===== src/logic/bramArrayPkg.sv =====
package bramArrayPkg;

  // Geometry of one block-RAM cell
  localparam int cellBits  = 32;
  localparam int cellBytes = cellBits / 8;
  localparam int cellWords = 256;

  // Cell grid
  // Lanes side by side form one array word, rows extend the depth
  localparam int numParCells = 2;
  localparam int numSerCells = 3;

  // Array word as seen on each port
  localparam int arrayBytes = cellBytes * numParCells;

  // Address layout, byte offset at the bottom
  localparam int byteOffsetBits = $clog2(arrayBytes);
  localparam int wordAddrBits   = $clog2(cellWords * numSerCells);
  localparam int serIdxBits     = wordAddrBits - $clog2(cellWords);
  localparam int wordIdxBits    = $clog2(cellWords);
  localparam int addrBits       = byteOffsetBits + wordAddrBits;

  // Port-level vectors
  typedef logic [addrBits-1:0]     byteAddrT;
  typedef logic [arrayBytes*8-1:0] arrayWordT;
  typedef logic [arrayBytes-1:0]   arrayByteEnT;

  // Cell-level vectors
  typedef logic [cellBits-1:0]  cellWordT;
  typedef logic [cellBytes-1:0] cellByteEnT;

  // Decoded address fields
  typedef logic [serIdxBits-1:0]  serIdxT;
  typedef logic [wordIdxBits-1:0] wordIdxT;

endpackage


===== src/logic/bankSelect.sv =====
`timescale 1ns/1ns

module bankSelect (
  input  bramArrayPkg::byteAddrT    addr,
  input  bramArrayPkg::arrayByteEnT wrEn,
  output bramArrayPkg::serIdxT      serIdx,
  output bramArrayPkg::wordIdxT     wordIdx,
  output bramArrayPkg::cellByteEnT
         [bramArrayPkg::numSerCells-1:0][bramArrayPkg::numParCells-1:0] cellWrEn
);

  import bramArrayPkg::*;

  logic [wordAddrBits-1:0] wordAddr;
  serIdxT                  rawRow;
  logic                    overflow;

  // Word field sits right above the byte offset
  assign wordAddr = addr[byteOffsetBits +: wordAddrBits];

  // Upper bits pick the cell row, lower bits the word inside it
  assign rawRow  = wordAddr[wordAddrBits-1 -: serIdxBits];
  assign wordIdx = wordAddr[wordIdxBits-1:0];

  // The row field can name one row more than the grid has
  assign overflow = (int'(rawRow) >= numSerCells);

  // Out of range reads fall back to row 0
  assign serIdx = overflow ? '0 : rawRow;

  // Only the addressed row sees byte enables, and only when in range
  always_comb begin
    for (int r = 0; r < numSerCells; r++) begin
      for (int p = 0; p < numParCells; p++) begin
        if (!overflow && int'(rawRow) == r) begin
          cellWrEn[r][p] = wrEn[p*cellBytes +: cellBytes];
        end else begin
          cellWrEn[r][p] = '0;
        end
      end
    end
  end

endmodule


===== config.mk =====
export PLATFORM = sky130hd
export DESIGN_NAME = bankSelect
export DESIGN_NICKNAME = d
export VERILOG_FILES = /design/src/logic/bramArrayPkg.sv /design/src/logic/bankSelect.sv
export SDC_FILE = /design/constraint.sdc
export NUM_CORES = 1
export LEC_CHECK = 0
export BUFFER_PORTS_ARGS = -buffer_cell sky130_fd_sc_hd__buf_4
export CAP_MARGIN = 0
export CORE_AREA = 2 2 39 41
export DETAILED_ROUTE_END_ITERATION = 12
export DIE_AREA = 0 0 41 43
export GPL_TIMING_DRIVEN = 0
export PLACE_DENSITY = 0.76
export SETUP_SLACK_MARGIN = 0.4
export SLEW_MARGIN = 25
export SYNTH_ARGS = -nofsm -noshare
export SYNTH_HDL_FRONTEND = slang
export SYNTH_SLANG_ARGS = --single-unit

===== constraint.sdc =====
create_clock -name vclk -period 0.8
set_clock_uncertainty 0.2 [all_clocks]
set_input_delay 0.08 -clock vclk [all_inputs]
set_output_delay 0.08 -clock vclk [all_outputs]
set_load 0.005 [all_outputs]

=== Word level (Yosys, flattened, before mapping) ===
Cells that the tools add are included.
Widths: inputs -> output; s select.

* Memories: 0
* Logic and storage cells: 15
* Latch bits: 0
* Bits in registers: 0
* Bits in read-only memories: 0
* Bits of input ports: 21
* Output and inout port bits: 34
* Bits in writable memories: 0

* Equal/unequal tests: 2
* $mul: 0
* Add/sub/neg operators: 0
* Multiplexer cells: 7
* Divide/modulo/power cells: 0
* Reductions and logical operators: 5
* Shift operators: 0
* Bitwise gates (word level): 0
* $lt $le $gt $ge: 1

{| class="wikitable"
|+ Operators with widths
! operator !! count
|-
| $mux 4 || 6
|-
| $eq 2x2->1 const B || 2
|-
| $logic_and 1x1->1 || 3
|-
| $ge 2x2->1 const B || 1
|-
| $logic_not 2->1 || 1
|-
| $mux 2 || 1
|-
| $logic_not 1->1 || 1
|}

=== Logic depth before layout (Yosys ltp) ===
Gate-level depths: netlist of the first run.

* Depth in word-level cells: 4
* Depth in mapped cells: 2
* Depth with buffers taken out: 1

=== Least setup slack after synthesis of the first run ===
No wires, ideal clock.

* Path type: input to output
* Start: in addr[12]
* End: out cellWrEn[0] (netlist name)
* Data arrival time: 0.417 ns
* Buffers on the path: 1
* Cell stages on the path: 2
* Slack: 0.103 ns
* Cell sequence: buf_6 nor3b_1

{| class="wikitable"
|+ RTL lines
! item !! RTL line !! RTL
|-
| start, declared || bankSelect.sv:4 || <nowiki>input bramArrayPkg::byteAddrT addr,</nowiki>
|-
| end, declared || bankSelect.sv:9 || <nowiki>[bramArrayPkg::numSerCells-1:0][bramArrayPkg::numParCells-1:0] cellWrEn</nowiki>
|}

==> results by group, run 1 <==
Worst setup path
  – CP max stage cell: and3b_1
  – CP max FO: 7
  – CP required: 0.52 ns
  – Crit path DAT: 0.65 ns
  – Setup CP Type: in2out
  – Crit. End Element: primary output
  – CP Cell Sequence: buf_12, buf_16, and3b_1, buf_4
  – Crit path largest cell delay: 0.20 ns
  – Startpoint Class: input pin
  – Worst Setup SP: addr[12]

Floorplan
  – Core Region: 0.00138 mm2
  – Num ports: 55
  – DIE AREA: 0.00176 mm2
  – Initial core utilization: 23.2%
  – Die width: 41 um
  – Die Y: 43 um
  – Rows: 14

STA
  – Relative max-transition margin: 91.8%
  – Final setup vio count: 26
  – Pins Over Slew Limit: 0
  – Tmin final: 0.926 ns
  – Hold Violations, Final: 0
  – Worst slew pin tran: 0.123 ns
  – Setup repair after global routing missed its margin: true
  – Final setup margin: -0.126 ns
  – Fmax: 1.08 GHz
  – Fin crit share: 116%

Layout
  – Layout cells sized above 1: 84.4%
  – Nets: 113
  – CLK BUF: 0
  – Area grow syn2layout: 214%
  – Diodes inserted: 0
  – Storage cell area: 0 um2
  – Filler cells: 100
  – Post-layout instance area: 0.00101 mm2
  – Sequential cell count: 0

Power and ir drop
  – Sequential power share: 0%
  – Int Power: 338 uW
  – P_leak: 0.553 nW
  – Worst VDD drop: 0.223 mV
  – Sw Ratio: 28.6%
  – Pwr dens: 470 mW/mm2
  – Switching pwr: 136 uW
  – Clk pwr share: 0%
  – Comb pwr share: 100.0%

Placed design
  – Placer congestion estimate: 0.559
  – DP Worst Slack: -0.177 ns
  – Port buffer count: 44
  – Placed cell areas: 758 um2

Drt
  – Initial DRC Count: 0
  – Drt first pass iters: 1
  – DR vias: 471
  – Final wirelength: 1340 um
  – DR vias/cell: 4.44
  – WL per Instance: 12.6 um
  – DRT antenna net count: 0
  – DR DRC count: 0

Synthesis
  – Cell area after synthesis: 322 um2
  – Syn nets: 59
  – Gate Count Post-Synth: 38
  – YS warnings: 0
  – Largest family of logic cells by synthesized area: simple AND/OR/NAND/NOR gates
  – Sequential area share after synthesis: 0%
  – Xor and xnor area share after synthesis: 0%
  – Avg Inst Size Synth: 8.46 um2
  – Post-synthesis simple-gate area fraction: 67.3%
  – Number of distinct standard cells referenced by the synthesized netlist: 6
  – Synth area leader: and3b_1
  – Top cell type's share of synthesized area: 35.4%
  – Compound-Gate Fraction of Synth Area: 0%
  – Synth area leaders: and3b_1, buf_4, nor3b_1
  – Post-synthesis adder-cell area fraction: 0%
  – Post-synthesis mux area share: 0%

Global routing
  – Tot GR Track Use: 15.1%
  – Initial antenna violation count: 0
  – GRT Residual Overflow: 0
  – First-pass GRT wire length: 1960 um
  – Largest net degree at the start of global routing: 11
  – Vias in the first global route: 423

Min path
  – Hold_sp: addr[7]
  – Worst hold stages: 2
  – Hold Path Class: in2out

Outcome
  – Status: complete, but fails checks
  – Failing checks: setup timing

CTS
  – Hold Buf Count CTS: 0

Job
  – Max cap viols: 0
logic make-up after synthesis:
logic type	after synthesis
buf+inv	12
simple gates	26
synthesized netlist by cell type (all sizes together):
cell and n:
nor2b 2, and3b 16, buf 12, nor3b 8
layout make-up:
| cell class | count | area (um2) | share of cell area, % |
|---|---|---|---|
| timing repair buffer | 52 | 569 | 56.5 |
| multi-input combinational | 26 | 264 | 26.2 |
| buffer | 12 | 155 | 15.4 |
| tap | 16 | 20.0 | 1.99 |
critical path: cells and delay by family:
| family | cells | cell delay [ns] |
|---|---|---|
| buffers and inverters | 3 | 0.37 |
| and+or+nand+nor | 1 | 0.20 |
path summary, 6_finish.rpt:
check      endpoint  slack, ns
min      wordIdx[4]       0.10
max    cellWrEn[13]      -0.13
power by group through the flow:
stage                     logic [mW]  registers, mW  clock network, mW
final                          0.474              0                  0
after global routing           0.505              0                  0
after global placement         0.333              0                  0
after floorplan                0.162              0                  0
after detailed placement       0.337              0                  0
after CTS                      0.456              0                  0
per-layer routing:
layer	vias up	track usage [%]	share of wire [%]
met3	0	0	8.6
met5	-	0	0
li1	235	-	-
met2	26	26.9	53
met4	0	0	0
met1	210	20.6	38
layout by cell type (no fill, tap or decap):
cell type	instances
buf_6	23
clkbuf_16	1
buf_8	3
nor3b_2	8
nor2b_4	1
buf_4	30
nor2b_1	1
buf_16	4
and3b_2	3
and3b_1	13
buf_12	3
through the flow:
| stage | utilization (%) | hold slack (ns) | instances | power (mW) | TNS [ns] |
|---|---|---|---|---|---|
| floorplan | - | 0.0262 | 38 | 0.162 | 0 |
| global route | 72.9 | 0.107 | 106 | 0.505 | -3.01 |
| global placement | 54.8 | 0.112 | 98 | 0.333 | -3.73 |
| finish | 72.9 | 0.102 | 106 | 0.474 | -2.58 |
| CTS | 70.0 | 0.103 | 105 | 0.456 | -2.64 |
| detailed placement | 54.8 | 0.113 | 98 | 0.337 | -3.86 |
timing repair:
action | CTS | global route
buffers inserted | 3 | 0
endpoints found under the setup margin | 34 | 34
pin swaps | 16 | 7
gates resized for setup | 24 | 3
gates cloned | 4 | 1
hold endpoints to repair | 0 | 0
(Power assumes the default switching activity.)
==> inputs of run 2 (changes only) <==
--- a/config.mk
+++ b/config.mk
@@ -12,7 +12,7 @@
 export DIE_AREA = 0 0 41 43
 export GPL_TIMING_DRIVEN = 0
 export PLACE_DENSITY = 0.76
-export SETUP_SLACK_MARGIN = 0.4
+export SETUP_SLACK_MARGIN = 0.2
 export SLEW_MARGIN = 25
 export SYNTH_ARGS = -nofsm -noshare
 export SYNTH_HDL_FRONTEND = slang
==> run 2 against run 1 <==
Effect of this change: the flow still finishes with violations (setup timing); cell area shrank 4.2%; critical path depth is the same; utilization shrank 3.1 points; via count shrank 0.42%; combinational power shrank 2%; clock-buffer cell count is the same; fmax shrank 2.2%; sequential share of layout area is the same; wire length grew 4.9%; highest routed layer unchanged.
==> results by group, run 2 (synthesis results as in run 1) <==
STA
  – Tmin final: 0.947 ns
  – Worst slew pin tran: 0.141 ns
  – Fmax: 1.06 GHz
  – Fin crit share: 118%
  – Relative max-transition margin: 90.6%
  – Final setup margin: -0.147 ns
  – Hold Violations, Final: 0
  – Setup repair after global routing missed its margin: true
  – Final setup vio count: 26
  – Pins Over Slew Limit: 0

Power and ir drop
  – P_leak: 0.540 nW
  – Pwr dens: 479 mW/mm2
  – Worst VDD drop: 0.252 mV

Floorplan
  – Die width: 41 um
  – Die Y: 43 um
  – Num ports: 55
  – Rows: 14
  – Core Region: 0.00138 mm2
  – Initial core utilization: 23.2%
  – DIE AREA: 0.00176 mm2

Outcome
  – Status: complete, but fails checks
  – Failing checks: setup timing

Placed design
  – Port buffer count: 44
  – Placed cell areas: 728 um2
  – Placer congestion estimate: 0.637
  – Dpl hpwl: 902 um

Drt
  – WL per Instance: 13.5 um
  – DR vias: 469
  – DRT antenna net count: 0
  – Drt first pass iters: 2
  – DR vias/cell: 4.51
  – Final wirelength: 1400 um
  – DR DRC count: 0
  – Initial DRC Count: 2

Layout
  – Area grow syn2layout: 200%
  – Commonest cells after routing, fill and taps aside: buf_4, and3b_1, buf_6
  – Storage cell area: 0 um2
  – Layout cells sized above 1: 85.2%
  – Final core occ: 69.8%
  – Post-layout instance area: 966 um2
  – Commonest non-fill, non-tap cell in the layout: buf_4
  – Diodes inserted: 0
  – CLK BUF: 0
  – Nets: 111
  – Sequential cell count: 0

Global routing
  – GRT Residual Overflow: 0
  – Largest net degree at the start of global routing: 11
  – Initial antenna violation count: 0
  – First-pass GRT wire length: 1950 um
  – Vias in the first global route: 419
  – Tot GR Track Use: 15.3%

Worst setup path
  – Setup CP Type: in2out
  – Crit path DAT: 0.67 ns
  – Startpoint Class: input pin
  – CP max FO: 6
  – Crit. End Element: primary output
  – CP required: 0.52 ns

Min path
  – Hold Path Class: in2out

Job
  – Max cap viols: 0
run 2: cell count changes in the layout (fill, tap and decap cells not counted), sizes merged:
cell,previous run,this run
buf,63,61
run 2: power by group:
group	switching, mW	leakage, nW	internal, mW	total (mW)
Combinational	0.144	0.540	0.319	0.463
Sequential	0	0	0	0
Clock	0	0	0	0
run 2: through the flow:
step / power, mW / std cells / TNS (ns) / worst slack [ns] / hold slack [ns]
floorplan: 0.150 / 38 / 0 / 0.129 / 0.0408
global placement: 0.321 / 98 / -3.76 / -0.174 / 0.126
detailed placement: 0.325 / 98 / -3.76 / -0.173 / 0.126
CTS: 0.415 / 103 / -2.58 / -0.122 / 0.126
global route: 0.493 / 104 / -3.12 / -0.173 / 0.132
finish: 0.463 / 104 / -2.71 / -0.147 / 0.125
run 2: metal layers:
metal	track usage, %	up-vias	wire [um]
li1	-	229	-
met1	21.2	220	546
met2	26.9	20	773
met3	0	0	83
met4	0	0	0
met5	0	-	0
run 2: layout make-up:
cell class                 instances  area, um2
fill                             110        418
tap                               16       20.0
buffer                            12        125
timing repair buffer              50        524
multi-input combinational         26        297
run 2: critical path, stage by stage:
cell and delay [ns]:
buf_12 0.12, buf_16 0.13, nor3b_4 0.19, buf_4 0.14
run 2: repair_timing:
item	CTS	global route
cloned	4	1
pin swaps	16	3
hold buffers	0	0
endpoints found under the setup margin	26	27
resized for setup	13	13
setup buffers	1	0
run 2: worst paths after layout:
path,from,to,slack (ns),cells after the start
setup / recovery,addr[12],cellWrEn[6],-0.15,4
hold / removal,addr[3],wordIdx[0],0.13,2
