<file path="config.mk">
export PLATFORM = sky130hd
export DESIGN_NAME = readMux
export DESIGN_NICKNAME = d
export VERILOG_FILES = /design/src/logic/bramArrayPkg.sv /design/src/logic/readMux.sv
export SDC_FILE = /design/constraint.sdc
export NUM_CORES = 1
export LEC_CHECK = 0
export BUFFER_PORTS_ARGS = -buffer_cell sky130_fd_sc_hd__buf_4
export CORE_AREA = 3 3 100 102
export DETAILED_ROUTE_END_ITERATION = 12
export DIE_AREA = 0 0 103 105
export PLACE_DENSITY_LB_ADDON = 0.08
export SKIP_CTS_REPAIR_TIMING = 1
export SYNTH_ARGS = -nofsm -noshare
export SYNTH_HDL_FRONTEND = slang
export SYNTH_SLANG_ARGS = --single-unit
</file>
<file path="constraint.sdc">
create_clock -name A_PS -period 2.4 [get_ports A_PS]
set_input_delay 0.24 -clock A_PS [delete_from_list [all_inputs] [get_ports A_PS]]
set_output_delay 0.24 -clock A_PS [all_outputs]
set_load 0.01 [all_outputs]
</file>
<file path="src/logic/bramArrayPkg.sv">
package bramArrayPkg;

  // Geometry of one block-RAM cell
  localparam int cellBits  = 32;
  localparam int cellBytes = cellBits / 8;
  localparam int cellWords = 256;

  // Cell grid
  // Lanes side by side form one array word, rows extend the depth
  localparam int numParCells = 2;
  localparam int numSerCells = 3;

  // Array word as seen on each port
  localparam int arrayBytes = cellBytes * numParCells;

  // Address layout, byte offset at the bottom
  localparam int byteOffsetBits = $clog2(arrayBytes);
  localparam int wordAddrBits   = $clog2(cellWords * numSerCells);
  localparam int serIdxBits     = wordAddrBits - $clog2(cellWords);
  localparam int wordIdxBits    = $clog2(cellWords);
  localparam int addrBits       = byteOffsetBits + wordAddrBits;

  // Port-level vectors
  typedef logic [addrBits-1:0]     byteAddrT;
  typedef logic [arrayBytes*8-1:0] arrayWordT;
  typedef logic [arrayBytes-1:0]   arrayByteEnT;

  // Cell-level vectors
  typedef logic [cellBits-1:0]  cellWordT;
  typedef logic [cellBytes-1:0] cellByteEnT;

  // Decoded address fields
  typedef logic [serIdxBits-1:0]  serIdxT;
  typedef logic [wordIdxBits-1:0] wordIdxT;

endpackage

</file>
<file path="src/logic/readMux.sv">
`timescale 1ns/1ns

module readMux (
  input  logic                   A_PS,
  input  logic                   rstN,
  input  logic                   en,
  input  bramArrayPkg::serIdxT   serIdx,
  input  bramArrayPkg::arrayWordT [bramArrayPkg::numSerCells-1:0] rowData,
  output bramArrayPkg::arrayWordT rdData
);

  import bramArrayPkg::*;

  // Row of the last enabled access
  serIdxT selQ;

  // Cell outputs update one edge after the access, so the select must
  // follow them with the same delay
  always_ff @(posedge A_PS) begin
    if (!rstN) begin
      selQ <= '0;
    end else if (en) begin
      selQ <= serIdx;
    end
  end

  // Row 0 doubles as the default for any index past the grid
  always_comb begin
    rdData = rowData[0];
    for (int r = 1; r < numSerCells; r++) begin
      if (int'(selQ) == r) begin
        rdData = rowData[r];
      end
    end
  end

endmodule

</file>
Yosys cells after proc, flatten, opt, wreduce, memory -nomap -nowiden
Cells that the tools add are included.

word-level totals
  register bits = 2
  bits of input ports = 197
  output and inout bits = 64
  word-level logic and storage cells = 5

operators by class
  equal/unequal tests = 2
  muxes and demuxes = 2

operators by type and width
  kind                count
  $mux 64             2
  $eq 2x2->1 const B  2

Longest topological paths before layout
Gate-level depths: netlist of the first run.

  word-level depth = 3
  depth in mapped cells = 5
  mapped depth without buffers = 2

Worst setup path after synthesis of the first run
OpenSTA, ideal clock, no wires.

  path kind = reg2out
  start = register selQ[1]
  end = output rdData[13]
  arrival time = 1.077 ns
  required time = 2.160 ns
  setup slack = 1.083 ns
  stages on the path, launching flop included = 4
  cell sequence = dfxtp_1 buf_2 buf_2 mux2i_1

on the way
  longest elaborated chain between the ends = 3
  elaborated cells on any way between the ends = 4
  classes of those cells = eq/ne (2); mux (2)

ends and longest elaborated chain
  what                      RTL line       source
  start: declaration        readMux.sv:15  serIdxT selQ;
  start signal: assignment  readMux.sv:23  selQ <= serIdx;
  $eq 2x2->1                readMux.sv:31  if (int'(selQ) == r) begin
  $mux 64                   readMux.sv:31
  $mux 64 *                 readMux.sv:31
  end: declaration          readMux.sv:9   output bramArrayPkg::arrayWordT rdData

Mark *: on every way between the ends. The rest lies on a longest branch, timed or not.

Final worst setup path of the first run
  start = register selQ[0]
  end = output rdData[23]

Same word-level chain as after synthesis.

==> results by group, run 1 <==
Clock tree
  • CTS Buf Count: 3
  • H-tree levels: 1
  • Clock Latency Late Sink: ~0.21 ns
  • CTS tree: yes
  • Clock buffer depth: 2
  • Sink Count: 2
  • CTS Root Cell: clkbuf_8
  • Clock transition at path regs: 0.03 ns

Setup path
  • CP required: between 2 and 2.5 ns
  • Worst path bufs/invs: 2
  • Reg-to-reg startpoint: selQ[0]$_SDFFE_PN0P_
  • CP max FO: 58
  • CP arrival: 1.65 ns
  • R2R Setup Slk: 1.55 ns
  • Top cell by count, worst path: mux2i_1
  • Critical Path Sink Type: output port
  • CP top delay family: flip-flops
  • Crit path cell chain: buf_12 > mux2i_1 > mux2i_1 > buf_4
  • R2R Path End: selQ[0]$_SDFFE_PN0P_
  • FF-to-FF path depth: 2
  • Crit Path Class: reg -> out
  • CP peak stage delay: 0.54 ns
  • Startpoint Class: register
  • Max stage delay cell, worst path: dfxtp_4

Synthesis
  • Count of cell types in the netlist: 9
  • Mean area per synthesized cell: about 10 um^2
  • Mapped Nets: between 400 and 500
  • Syn. warnings: 0
  • Synth Register Bits: 2
  • Seq/Total Area, Yosys: about 1.7%
  • Synthesized area: 2290 um^2
  • Post-Syn Instances: 220

Route
  • Routed wire per std cell: approximately 15 um
  • Iteration-0 DRC Markers: 66
  • Final wirelength: a little under 9000 um
  • Pre-antenna DRT Iters: 4
  • Vias per inst: roughly 4.7
  • Via count: 2707
  • DRC viols: 0
  • Post-DRT Antenna Nets: 0

STA
  • Rel. slew slack: ~74%
  • Final TNS setup: 0 ns
  • RSZ-0062 raised after global routing: no
  • Hold Violations, Final: 0
  • Final Setup Violations: 0
  • Maximum clock frequency: 529 MHz
  • Setup WS post-layout: a little over 0.5 ns
  • Tcrit/Tclk final: approximately four fifths
  • Final Slew Violations: 0
  • Min Tclk post-route: roughly 1.9 ns
  • Skew final: 0 ns
  • Worst Tran Pin Value: between 0.3 and 0.4 ns

Placed design
  • Hpwl dp: approximately 7400 um
  • Pre-CTS setup slack: between 0.7 and 0.8 ns
  • Routability Congestion: between 0.7 and 0.8
  • Port Buffers: 260

Finish
  • Final Util: 45.8%
  • Ant. Diodes: 0
  • Max FFs per register: 2
  • # fillers: 895
  • Final #Nets: 665
  • Largest registers: selQ (2)
  • Share of layout cells above drive strength 1: approximately 58%
  • Largest reg by FF count: selQ
  • Area grow syn2layout: 83.7%

Global route
  • First-pass GRT wire length: 12600 um
  • GRT Residual Overflow: 0
  • Pin count of the biggest net entering global routing: a little under 60
  • Vias in the first global route: 2756
  • Initial antenna violation count: 0
  • Total track usage: 14.3%

Worst hold path
  • Hold_sp: rstN
  • Hold Path Stages: 2
  • Worst Hold Endpoint: selQ[1]$_SDFFE_PN0P_
  • Hold crit path type: in -> reg

Floorplanning
  • # rows: 35
  • Die height: roughly 110 um
  • Number of top-level pins: ~260
  • Core ar.: 9200 um^2
  • Chip Width: 103 um
  • DIE AREA: around 11000 um^2
  • Starting Density: 24.9%

Outcome
  • Status: complete, no violations

Power and ir drop
  • Power density over cell area: between 200 and 250 nW/um^2
  • Leakage power: between 1.5 and 2 nW
  • Peak supply drop: between 0.00015 and 0.0002 V

Run
  • Max cap viols: 0
==> where the power goes <==
part | total [mW] | leakage (nW) | switching (mW) | internal [mW]
clock network | 0.132 | 0.0216 | 0.0261 | 0.106
registers | 0.0522 | 0.0178 | 0.0172 | 0.0349
logic | 0.830 | 1.88 | 0.314 | 0.516
total | 1.01 | 1.92 | 0.358 | 0.657
==> worst max-delay path by stage <==
stage                               startpoint          to  slack (ns)  depth (start not counted)
after global routing      selQ[0]$_SDFFE_PN0P_  rdData[35]        0.37                          4
after detailed placement  selQ[0]$_SDFFE_PN0P_  rdData[11]        0.71                          4
final                     selQ[0]$_SDFFE_PN0P_  rdData[23]        0.51                          4
after CTS                 selQ[0]$_SDFFE_PN0P_  rdData[13]        0.48                          4
after floorplan           selQ[1]$_SDFFE_PN0P_  rdData[13]        1.08                          3
after global placement    selQ[0]$_SDFFE_PN0P_  rdData[32]        0.75                          4
==> Yosys cell counts (all sizes together) <==
library cell / instances / area (um^2)
mux2i: 194 / 1940
dfxtp: 2 / 40.0
nor2b: 2 / 12.5
buf: 21 / 289
clkbuf: 1 / 7.51
==> through the flow <==
stage	cell area (um^2)	total power, mW	hold slack (ns)	instances
after global routing	4210	1.10	0.255	577
after CTS	4210	1.04	0.243	577
after global placement	4170	0.881	0.470	574
final	4210	1.01	0.250	577
after floorplan	2290	0.459	0.368	220
after detailed placement	4170	0.893	0.463	574
==> metal layers <==
metal  up-vias  part of all wire [%]  track usage (%)
li1       1332                     -                -
met1      1242                    32             12.6
met2       125                    58             30.9
met3         8                   8.7             3.07
met4         0                   1.3             2.87
met5         -                     0                0
==> layout by cell type, fill, tap and decap left out <==
cell type and count:
dfxtp_4 2, buf_4 262, buf_12 3, nor2b_1 2, clkbuf_8 3, mux2i_1 194
==> logic make-up (layout without fill, tap and decap cells) <==
logic type | Yosys count | after routing | share of synthesized area, %
multiplexers | 194 | 194 | 84.8
buffers and inverters | 22 | 268 | 12.9
flip-flops | 2 | 2 | 1.75
AND/OR/NAND/NOR | 2 | 2 | 0.546
==> area by class of cell <==
cell class                      count  area (um^2)  share of cell area, %
Multi-Input combinational cell    196         1950                   46.4
Sequential cell                     2         47.5                   1.13
Tap cell                          111          139                   3.30
Timing Repair Buffer              265         2030                   48.2
Clock buffer                        3         41.3                  0.981
Note: power is estimated with default switching activity, not from simulation.
==> run 2: changes to the inputs <==
--- a/config.mk
+++ b/config.mk
@@ -6,9 +6,9 @@
 export NUM_CORES = 1
 export LEC_CHECK = 0
 export BUFFER_PORTS_ARGS = -buffer_cell sky130_fd_sc_hd__buf_4
-export CORE_AREA = 3 3 100 102
+export CORE_AREA = 3 3 101 103
 export DETAILED_ROUTE_END_ITERATION = 12
-export DIE_AREA = 0 0 103 105
+export DIE_AREA = 0 0 104 106
 export PLACE_DENSITY_LB_ADDON = 0.08
 export SKIP_CTS_REPAIR_TIMING = 1
 export SYNTH_ARGS = -nofsm -noshare
==> constraint.sdc (replaced) <==
create_clock -name A_PS -period 1.95 [get_ports A_PS]
set_input_delay 0.195 -clock A_PS [delete_from_list [all_inputs] [get_ports A_PS]]
set_output_delay 0.195 -clock A_PS [all_outputs]
set_load 0.01 [all_outputs]
==> results by group, run 2 (synthesized netlist as in run 1, its figures left out) <==
Finish
  • Largest reg by FF count: selQ
  • Area grow syn2layout: 84.9%
  • Multi-input logic area: 1950 um^2 (unchanged)
  • Share of layout cells above drive strength 1: 57.8% (-0.090 points)
  • Final Util: 45.6% (-0.14 points)
  • Final #Nets: 664 (-0.15%)
  • Max FFs per register: 2 (unchanged)
  • Ant. Diodes: 0 (unchanged)
  • Commonest non-fill, non-tap cell in the layout: buf_4
  • Largest registers: selQ (2)
  • Sequential Area: 47.5 um^2 (unchanged)
  • # fillers: 929 (+3.8%)
  • Highest-count cells in the layout ignoring fill and taps: buf_4 (260), mux2i_1 (194), buf_12 (4), clkbuf_8 (3)

Clock tree
  • Clock buffer depth: 2 (unchanged)
  • Sink Count: 2 (unchanged)
  • Clock transition at path regs: 0.03 ns (about the same)
  • Clock Latency Late Sink: 0.21 ns (about the same)
  • CTS Buf Count: 3 (unchanged)
  • H-tree levels: 1 (unchanged)
  • CTS tree: yes
  • CTS Root Cell: clkbuf_8

Setup path
  • CP max FO: 73 (+26%)
  • R2R Setup Slk: 0.87 ns (-0.68 ns)
  • Startpoint Class: register
  • Crit Path Class: reg -> out
  • FF-to-FF path depth: 3 (+1)
  • CP required: 1.75 ns (-0.41 ns)
  • CP arrival: 1.53 ns (-0.12 ns)
  • Reg-to-reg startpoint: selQ[0]$_SDFFE_PN0P_
  • CP Launch Point: selQ[0]$_SDFFE_PN0P_
  • Critical Path Sink Type: output port
  • R2R Path End: selQ[0]$_SDFFE_PN0P_

STA
  • Final TNS setup: 0 ns (unchanged)
  • Rel. slew slack: 65.7% (-8.4 points)
  • Maximum clock frequency: a little under 600 MHz
  • Tcrit/Tclk final: about nine tenths
  • Final Slew Violations: 0 (unchanged)
  • Worst Tran Pin Value: 0.515 ns (+0.126 ns)
  • Hold Violations, Final: 0 (unchanged)
  • Min Tclk post-route: between 1.5 and 2 ns
  • Skew final: 0 ns (unchanged)
  • Final Setup Violations: 0 (unchanged)
  • RSZ-0062 raised after global routing: no

Global route
  • Total track usage: 14.5% (+0.18 points)
  • GRT Residual Overflow: 0 (unchanged)
  • Vias in the first global route: 2816 (+2.2%)
  • Initial antenna violation count: 0 (unchanged)
  • Pin count of the biggest net entering global routing: 74 (+25%)
  • First-pass GRT wire length: 13300 um (+6.0%)

Power and ir drop
  • Peak supply drop: 0.000191 V (+4.2%)
  • Leakage power: 1.92 nW (-0.10%)
  • P_int: 0.810 mW (+23%)
  • Comb power frac: 82.6% (+0.8 points)
  • Sequential Power Share: 4.4% (-0.7 points)
  • Sw Pwr: 0.444 mW (+24%)
  • Power Total: 1.25 mW (+24%)
  • Switching Share: 35.4% (+0.14 points)
  • Power density over cell area: 296 nW/um^2 (+23%)
  • Clock power frac: 13.0% (about the same)

Worst hold path
  • Hold_sp: rstN
  • Hold crit path type: in -> reg
  • Hold Path Stages: 2 (unchanged)
  • Worst Hold Endpoint: selQ[1]$_SDFFE_PN0P_

Placed design
  • Hpwl dp: 7450 um (+0.43%)
  • Port Buffers: 260 (unchanged)
  • Routability Congestion: 0.734 (+2.6%)

Route
  • Final wirelength: 8970 um (+1.6%)
  • Iteration-0 DRC Markers: 71 (+7.6%)
  • Pre-antenna DRT Iters: 4 (unchanged)
  • Via count: 2710 (+0.11%)
  • DRC viols: 0 (unchanged)
  • Vias per inst: 4.56 (-2.8%)
  • Routed wire per std cell: 15.1 um (-1.3%)
  • Post-DRT Antenna Nets: 0 (unchanged)

Floorplanning
  • Die height: 106 um (+0.95%)
  • Chip Width: 104 um (+0.97%)
  • Starting Density: 24.7% (-0.24 points)
  • Number of top-level pins: 261 (unchanged)
  • Core ar.: 9280 um^2 (+0.95%)
  • # rows: 35 (unchanged)
  • DIE AREA: 11000 um^2 (+1.9%)

Run
  • Max cap viols: 0 (unchanged)

Outcome
  • Status: complete, no violations
[run 2: cell types whose count changed in the layout (fill, tap and decap cells not counted)]
| cell | change |
|---|---|
| buf_12 | +1 |
| buf_4 | -2 |
[run 2: how the worst max path moves through the flow]
stage	end	slack, ns	cells past startpoint
global route	rdData[55]	0.14	4
finish	rdData[46]	0.23	4
CTS	rdData[46]	0.24	4
global placement	rdData[38]	0.50	4
floorplan	rdData[13]	0.68	3
detailed placement	rdData[46]	0.47	4
[run 2: area by class of cell]
| class | instances | area share (%) |
|---|---|---|
| repair buffers | 264 | 48.0 |
| multi-input cells | 196 | 46.1 |
| well taps | 129 | 3.81 |
| flip-flops and latches | 2 | 1.12 |
| clock buffers | 3 | 0.975 |
[run 2: per-stage QoR]
| step | setup slack (ns) | std cells | hold slack [ns] | area [um^2] |
|---|---|---|---|---|
| floorplan | 0.678 | 220 | 0.323 | 2290 |
| global placement | 0.498 | 591 | 0.425 | 4200 |
| detailed placement | 0.468 | 591 | 0.431 | 4200 |
| CTS | 0.240 | 594 | 0.209 | 4240 |
| global route | 0.135 | 594 | 0.221 | 4240 |
| finish | 0.227 | 594 | 0.213 | 4240 |
[run 2: power by group through the flow]
stage               combinational, mW  clock (mW)  sequential [mW]
finish                           1.04       0.163           0.0550
CTS                              1.05       0.172           0.0557
global route                     1.12       0.177           0.0562
detailed placement               1.05           0           0.0561
global placement                 1.03           0           0.0564
floorplan                       0.520           0           0.0448
[run 2: metal layers]
layer  share of wire (%)  track usage [%]
met4                0.95             2.18
met3                 8.7             4.61
met5                   0                0
met2                  58             31.1
met1                  32             13.2
[run 2: worst max-delay path, cell delays in order, from the launching register on]
cell,delay [ns]
dfxtp_4,0.36
buf_12,0.36
mux2i_1,0.24
mux2i_1,0.10
buf_4,0.16
